### src/design/cpu_macros.svh
`ifndef CPU_MACROS_SVH
`define CPU_MACROS_SVH

// datapath widths
`define DATA_W      16
`define PC_W        16
`define REG_ADDR_W  3

// register file and instruction buffer sizes
`define REG_COUNT   8
`define QUEUE_DEPTH 4

// first fetch address out of reset
`define RESET_PC    16'h0000

`endif

### src/design/isa_pkg.sv
package isa_pkg;

    // ************************************************
    // instruction word formats
    // ************************************************

    // three-register form, used by ADDU and SUBU
    typedef struct packed {
        logic [4:0] opcode;
        logic [2:0] rx;
        logic [2:0] ry;
        logic [2:0] rz;
        logic [1:0] funct;
    } rr_fmt_t;

    // register plus 8-bit immediate, used by LI, ADDIU and BEQZ
    typedef struct packed {
        logic [4:0] opcode;
        logic [2:0] rx;
        logic [7:0] imm;
    } imm_fmt_t;

    // same 16 bits seen through either format
    typedef union packed {
        rr_fmt_t  r_fmt;
        imm_fmt_t i_fmt;
    } inst_u;

endpackage

### src/design/opcode_pkg.sv
package opcode_pkg;

    // ************************************************
    // major opcodes, bits 15:11
    // ************************************************

    localparam logic [4:0] OP_LI    = 5'b01101;
    localparam logic [4:0] OP_ADDIU = 5'b01001;
    localparam logic [4:0] OP_BEQZ  = 5'b00100;
    localparam logic [4:0] OP_NOP   = 5'b00001;

    // ADDU and SUBU share this opcode
    localparam logic [4:0] OP_RR    = 5'b11100;

    // ************************************************
    // function field of the OP_RR group, bits 1:0
    // ************************************************

    localparam logic [1:0] FN_ADDU  = 2'b01;
    localparam logic [1:0] FN_SUBU  = 2'b11;

endpackage

### src/design/inst_stream_if.sv
`timescale 1ns/1ns
`include "cpu_macros.svh"

interface inst_stream_if;

    logic                valid;
    logic                ready;
    logic [`PC_W-1:0]    pc;
    logic [`DATA_W-1:0]  inst;

    // producer side holds pc and inst while valid and not ready
    modport src (output valid, output pc, output inst, input ready);

    modport dst (input valid, input pc, input inst, output ready);

endinterface

### src/design/exec_unit.sv
`timescale 1ns/1ns
`include "cpu_macros.svh"

module exec_unit (
    input  logic                    clk_50MHz,
    input  logic                    rst,
    input  logic                    hold_i,
    inst_stream_if.dst              in_i,
    output logic                    flush_o,
    output logic [`PC_W-1:0]        target_o,
    output logic                    wb_valid_o,
    output logic [`REG_ADDR_W-1:0]  wb_addr_o,
    output logic [`DATA_W-1:0]      wb_data_o
);

    isa_pkg::inst_u iw;

    logic [`DATA_W-1:0]     regs [`REG_COUNT];
    logic [`DATA_W-1:0]     rx_val;
    logic [`DATA_W-1:0]     ry_val;
    logic [`DATA_W-1:0]     imm_zext;
    logic [`DATA_W-1:0]     imm_sext;
    logic                   accept;
    logic                   wr_en;
    logic [`REG_ADDR_W-1:0] wr_addr;
    logic [`DATA_W-1:0]     wr_data;
    logic                   taken;

    assign iw = in_i.inst;

    assign in_i.ready = !hold_i;
    assign accept     = in_i.valid && in_i.ready;

    // operand fetch, rx from the immediate view and ry from the register view
    assign rx_val   = regs[iw.i_fmt.rx];
    assign ry_val   = regs[iw.r_fmt.ry];
    assign imm_zext = {8'h00, iw.i_fmt.imm};
    assign imm_sext = {{8{iw.i_fmt.imm[7]}}, iw.i_fmt.imm};

    // ************************************************
    // decode and adder
    // ************************************************

    always_comb begin
        wr_en   = 1'b0;
        wr_addr = iw.i_fmt.rx;
        wr_data = rx_val + imm_sext;
        taken   = 1'b0;
        case (iw.i_fmt.opcode)
            opcode_pkg::OP_LI: begin
                wr_en   = 1'b1;
                wr_data = imm_zext;
            end
            opcode_pkg::OP_ADDIU: begin
                wr_en = 1'b1;
            end
            opcode_pkg::OP_RR: begin
                wr_addr = iw.r_fmt.rz;
                if (iw.r_fmt.funct == opcode_pkg::FN_ADDU) begin
                    wr_en   = 1'b1;
                    wr_data = rx_val + ry_val;
                end else if (iw.r_fmt.funct == opcode_pkg::FN_SUBU) begin
                    wr_en   = 1'b1;
                    wr_data = rx_val - ry_val;
                end
            end
            opcode_pkg::OP_BEQZ: begin
                taken = (rx_val == '0);
            end
            // NOP and unknown opcodes fall here
            default: begin
                wr_en = 1'b0;
            end
        endcase
    end

    // branch target is relative to the next instruction
    assign target_o = in_i.pc + `PC_W'(1) + imm_sext;
    assign flush_o  = accept && taken;

    // ************************************************
    // register file and writeback
    // ************************************************

    always_ff @(posedge clk_50MHz or negedge rst) begin
        if (!rst) begin
            for (int k = 0; k < `REG_COUNT; k++) begin
                regs[k] <= '0;
            end
        end else if (accept && wr_en) begin
            regs[wr_addr] <= wr_data;
        end
    end

    always_ff @(posedge clk_50MHz or negedge rst) begin
        if (!rst) begin
            wb_valid_o <= 1'b0;
        end else begin
            wb_valid_o <= accept && wr_en;
        end
    end

    always_ff @(posedge clk_50MHz) begin
        if (accept && wr_en) begin
            wb_addr_o <= wr_addr;
            wb_data_o <= wr_data;
        end
    end

endmodule

### src/design/fetch_queue.sv
`timescale 1ns/1ns
`include "cpu_macros.svh"

module fetch_queue (
    input  logic        clk_50MHz,
    input  logic        rst,
    input  logic        flush_i,
    inst_stream_if.dst  in_i,
    inst_stream_if.src  out_o
);

    localparam int PTR_W = $clog2(`QUEUE_DEPTH);
    localparam int CNT_W = $clog2(`QUEUE_DEPTH + 1);
    localparam logic [CNT_W-1:0] FULL_CNT = CNT_W'(`QUEUE_DEPTH);

    logic [`PC_W-1:0]   pc_mem   [`QUEUE_DEPTH];
    logic [`DATA_W-1:0] inst_mem [`QUEUE_DEPTH];

    logic [PTR_W-1:0] wr_ptr;
    logic [PTR_W-1:0] rd_ptr;
    logic [CNT_W-1:0] count;
    logic             push;
    logic             pop;

    assign in_i.ready  = (count != FULL_CNT);
    assign out_o.valid = (count != '0);
    assign out_o.pc    = pc_mem[rd_ptr];
    assign out_o.inst  = inst_mem[rd_ptr];

    // nothing moves in the flush cycle
    assign push = in_i.valid && in_i.ready && !flush_i;
    assign pop  = out_o.valid && out_o.ready && !flush_i;

    // ************************************************
    // pointers and occupancy
    // ************************************************

    always_ff @(posedge clk_50MHz or negedge rst) begin
        if (!rst) begin
            wr_ptr <= '0;
            rd_ptr <= '0;
            count  <= '0;
        end else if (flush_i) begin
            wr_ptr <= '0;
            rd_ptr <= '0;
            count  <= '0;
        end else begin
            if (push) begin
                wr_ptr <= wr_ptr + PTR_W'(1);
            end
            if (pop) begin
                rd_ptr <= rd_ptr + PTR_W'(1);
            end
            count <= count + CNT_W'(push) - CNT_W'(pop);
        end
    end

    // entry storage
    always_ff @(posedge clk_50MHz) begin
        if (push) begin
            pc_mem[wr_ptr]   <= in_i.pc;
            inst_mem[wr_ptr] <= in_i.inst;
        end
    end

endmodule

### src/design/fetch_unit.sv
`timescale 1ns/1ns
`include "cpu_macros.svh"

module fetch_unit (
    input  logic                clk_50MHz,
    input  logic                rst,
    output logic [`PC_W-1:0]    imem_addr_o,
    input  logic [`DATA_W-1:0]  imem_data_i,
    input  logic                flush_i,
    input  logic [`PC_W-1:0]    target_i,
    inst_stream_if.src          stream_o
);

    logic [`PC_W-1:0] pc_q;
    logic             take;

    // memory always answers, so a fetch is on offer every cycle
    assign stream_o.valid = 1'b1;
    assign stream_o.pc    = pc_q;
    assign stream_o.inst  = imem_data_i;

    assign imem_addr_o = pc_q;

    assign take = stream_o.valid && stream_o.ready;

    // ************************************************
    // program counter
    // ************************************************

    always_ff @(posedge clk_50MHz or negedge rst) begin
        if (!rst) begin
            pc_q <= `RESET_PC;
        end else if (flush_i) begin
            // redirect wins, the word fetched this cycle is wrong path
            pc_q <= target_i;
        end else if (take) begin
            pc_q <= pc_q + `PC_W'(1);
        end
    end

endmodule

### src/design/tiny_cpu.sv
`timescale 1ns/1ns
`include "cpu_macros.svh"

module tiny_cpu (
    input  logic                    clk_50MHz,
    input  logic                    rst,
    input  logic                    hold_i,
    input  logic [`DATA_W-1:0]      imem_data_i,
    output logic [`PC_W-1:0]        imem_addr_o,
    output logic                    wb_valid_o,
    output logic [`REG_ADDR_W-1:0]  wb_addr_o,
    output logic [`DATA_W-1:0]      wb_data_o
);

    logic             flush;
    logic [`PC_W-1:0] target;

    // fetch to buffer, buffer to execute
    inst_stream_if fetch_s ();
    inst_stream_if exec_s ();

    fetch_unit u_fetch (
        .clk_50MHz   (clk_50MHz),
        .rst         (rst),
        .imem_addr_o (imem_addr_o),
        .imem_data_i (imem_data_i),
        .flush_i     (flush),
        .target_i    (target),
        .stream_o    (fetch_s)
    );

    fetch_queue u_queue (
        .clk_50MHz (clk_50MHz),
        .rst       (rst),
        .flush_i   (flush),
        .in_i      (fetch_s),
        .out_o     (exec_s)
    );

    exec_unit u_exec (
        .clk_50MHz  (clk_50MHz),
        .rst        (rst),
        .hold_i     (hold_i),
        .in_i       (exec_s),
        .flush_o    (flush),
        .target_o   (target),
        .wb_valid_o (wb_valid_o),
        .wb_addr_o  (wb_addr_o),
        .wb_data_o  (wb_data_o)
    );

endmodule

### config.mk
export PLATFORM = sky130hd
export DESIGN_NAME = tiny_cpu
export DESIGN_NICKNAME = d
export VERILOG_FILES = /design/src/design/isa_pkg.sv /design/src/design/opcode_pkg.sv /design/src/design/inst_stream_if.sv /design/src/design/exec_unit.sv /design/src/design/fetch_queue.sv /design/src/design/fetch_unit.sv /design/src/design/tiny_cpu.sv
export VERILOG_INCLUDE_DIRS = /design/src /design/src/design
export SDC_FILE = /design/constraint.sdc
export NUM_CORES = 1
export LEC_CHECK = 0
export BUFFER_PORTS_ARGS = -buffer_cell sky130_fd_sc_hd__buf_2
export CAP_MARGIN = 20
export CORE_MARGIN = 2
export CORE_UTILIZATION = 36
export CTS_BUF_LIST = sky130_fd_sc_hd__clkbuf_8
export DETAILED_ROUTE_END_ITERATION = 10
export PLACE_DENSITY_LB_ADDON = 0.15
export SETUP_SLACK_MARGIN = 0.15
export SYNTH_ARGS = -nofsm -noshare
export SYNTH_HDL_FRONTEND = slang
export SYNTH_SLANG_ARGS = --single-unit
export TNS_END_PERCENT = 1
### constraint.sdc
create_clock -name clk_50MHz -period 7.4 [get_ports clk_50MHz]
set_input_delay 1.11 -clock clk_50MHz [delete_from_list [all_inputs] [get_ports clk_50MHz]]
set_output_delay 1.11 -clock clk_50MHz [all_outputs]
set_load 0.01 [all_outputs]
==> flow_summary.yaml <==
run_status:
  status: "completed"
synth:
  synth_top_area_share_pct: 26.4
  syn_inst: 1271
  synth_area_leaders: "edfxtp_1 26%, dfrtp_1 23%, mux4_2 12%"
  yosysTopAreaCell: "edfxtp_1"
  yosysUniqueCellTypes: 73
  ys_ff_latch: 299
  synth_edf_count: 147
  yosysMostFrequentCell: "dfrtp_1"
  synth.avg_cell_area_sq_um: 13.2
  yosysWarnings: 0
  yosys-top-cells-count: "152 x dfrtp_1, 147 x edfxtp_1, 110 x mux2_2, 90 x mux4_2, 82 x nor2_1"
  synth-async-reset-ratio_pct: 50.8
  ys.flop_type: "dfrtp_1"
  yosysSeqAreaShare_pct: 49.1
  syn_area_sq_um: 16700
  syn-num-nets: 1365
worst_setup_path:
  cp_common_cell: "buf_4"
  path_class: "reg -> reg"
  max_stage_delay_ps: 860
  reg2reg_slack_ps: 1230
  timing.rr.start: "u_queue.rd_ptr[0]$_DFFE_PN0P_"
  worstRegToRegCells: 15
  reg2reg_to: "u_exec.wb_data_o[14]$_DFFE_PP_"
  cp.arrival_ps: 6490
  cp_slowest_cell: "mux4_2"
  crit_chain: "buf_4 > mux4_2 > buf_4 > mux2i_2 > inv_1 > ha_1 > fa_1 > a21o_1 > a211o_1 > a2111oi_0 > o31ai_1 > a211oi_1 > nor4_1 > nor2_1 > nand2_1"
  cp-end-kind: "register"
  crit_required_ps: 7720
  startpoint_type: "register"
  critPathMaxFanout: 20
sta:
  slew_viol_final: 0
  setup_tns_ps: 0
  period_share_pct: 83.3
  worst_pin_slew_ps: 1150
  fin_skew_ps: 62.3
  setup_violations: 0
  grt_setup_unrepaired: "false"
  fmax_mhz: 162
  slew-limit-headroom_pct: 23.6
  hold_viol_final: 0
  period_minus_slack_ps: 6170
layout:
  drive_gt1_share_pct: 27.6
  fin_nets: 1439
  fillers: 4403
  fin_util_pct: 40.7
  area_growth_pct: 12.3
  instances_no_fill: 1999
routing:
  drc_errors: 0
  wl_met2_microns: 21600
  via_per_inst: 5.46
  vias: 10900
  first_iter_violations: 706
  dr.pass1.iters: 6
  drt_wl_total_microns: 44600
  dr_wl_met3_microns: 1730
  m1WireLength_microns: 20000
  routed.top_layer: "met5"
  antenna_left: 0
  avgRoutedWirePerCell_microns: 22.3
global_routing:
  grt_usage_pct: 18.9
  grt_max_degree: 92
  grt_pass1_vias: 11100
  grt_pass1_wl_microns: 68200
  grt_overflow: 0
  antenna_found_initial: 2
clock_network:
  cts_buffer_depth: 3
  cts_resized: 0
  cts_tree: "done"
  root_buffer: "clkbuf_8"
  clock_latency_ps: 660
  clk_pin_slew_ps: 60
  htree_levels: 2
  cts_hold_buf: 0
  clock_sinks: 299
  cts_made_buffers: 54
  cts_setup_buffers: 0
placed_design:
  dp.cells: 1895
  gp_routability_congestion: 0.878
  place_hpwl_microns: 30700
  place.port_buffers: 54
die:
  fp.dieH_microns: 220
  core_area_sq_um: 46300
  ios: 55
  start_util_pct: 36.2
  rows: 79
  die-area_sq_um: 48200
  die_w_microns: 220
min_path:
  hp-class: "reg -> reg"
  hold_end: "u_exec.regs[65]$_DFFE_PN0P_"
  hp-start: "u_exec.regs[65]$_DFFE_PN0P_"
  holdPathStages: 2
job:
  cap_violations: 0
==> logic make-up (layout without fill, tap and decap cells) <==
logic type | Yosys count | after routing | share of synthesized area [%]
XOR/XNOR | 52 | 52 | 2.72
multiplexers | 253 | 253 | 23.2
AO/OA/AOI/OAI | 195 | 195 | 7.56
AND/OR/NAND/NOR | 291 | 291 | 8.61
buffers and inverters | 106 | 226 | 3.02
other | 0 | 1 | 0
flip-flops | 299 | 299 | 49.1
adder cells (fa/ha/maj) | 75 | 75 | 5.83
==> layout make-up <==
cell class | count | area, sq um | share of cell area [%]
multi-input cells | 866 | 8040 | 42.7
inverters | 46 | 173 | 0.918
well taps | 607 | 759 | 4.04
clock inverters | 39 | 273 | 1.45
flip-flops and latches | 299 | 8220 | 43.7
clock buffers | 63 | 867 | 4.61
repair buffers | 78 | 477 | 2.53
diodes | 1 | 2.50 | 0.0133
==> flip-flops by register name, summed over array words and instances (netlist names) <==
name and flops:
u_exec.regs 128, u_exec.wb_addr_o 3, u_exec.wb_data_o 16, u_exec.wb_valid_o 1, u_fetch.imem_addr_o 16, u_queue.count 3
u_queue.inst_mem 64, u_queue.pc_mem 64, u_queue.rd_ptr 2, u_queue.wr_ptr 2
==> placed cells by master, fill, tap and decap left out, types with 26 or more instances in the layout <==
| cell | count |
|---|---|
| mux2_2 | 110 |
| xnor2_1 | 31 |
| buf_2 | 53 |
| nor2_1 | 82 |
| a21oi_1 | 55 |
| ha_1 | 70 |
| mux4_2 | 90 |
| edfxtp_1 | 147 |
| nor3_1 | 26 |
| inv_1 | 64 |
| o21ai_0 | 28 |
| nand2_1 | 63 |
| mux2i_1 | 37 |
| dfrtp_1 | 151 |
| clkbuf_8 | 63 |
==> routing by layer <==
metal,GRT usage (%),vias up
met5,0,-
met4,6.64,2
met3,3.30,78
met2,31.5,239
met1,25.0,5562
li1,-,5029
==> stage by stage <==
stage               cell area [sq um]  hold slack, ps  worst slack, ps
detailed placement              17600             500             1250
floorplan                       16700             457             2140
finish                          18800             515             1230
global route                    18800             540              620
global placement                17600             490             1310
CTS                             18800             518             1180
==> critical path, delay by kind of cell (launching register included) <==
kind	cells	cell delay (ps)
compound gates	5	1740
fa+ha+maj	2	710
buf+inv	3	790
flops	1	680
mux	2	1150
simple gates	3	760
==> worst max path at each step <==
stage | end | start | cells past startpoint
5_1_grt | u_exec.regs[78]$_DFFE_PN0P_ | u_queue.rd_ptr[0]$_DFFE_PN0P_ | 15
3_3_place_gp | u_exec.wb_data_o[14]$_DFFE_PP_ | u_queue.rd_ptr[0]$_DFFE_PN0P_ | 15
3_5_place_dp | u_exec.wb_data_o[14]$_DFFE_PP_ | u_queue.rd_ptr[0]$_DFFE_PN0P_ | 15
2_1_floorplan | u_exec.wb_data_o[13]$_DFFE_PP_ | u_queue.rd_ptr[1]$_DFFE_PN0P_ | 16
6_report | u_exec.wb_data_o[14]$_DFFE_PP_ | u_queue.rd_ptr[0]$_DFFE_PN0P_ | 15
4_1_cts | u_exec.wb_data_o[14]$_DFFE_PP_ | u_queue.rd_ptr[0]$_DFFE_PN0P_ | 15
Power is left out: the tool's default activity adds up to more than one toggle a clock period on the data nets, which glitch-free logic cannot reach.
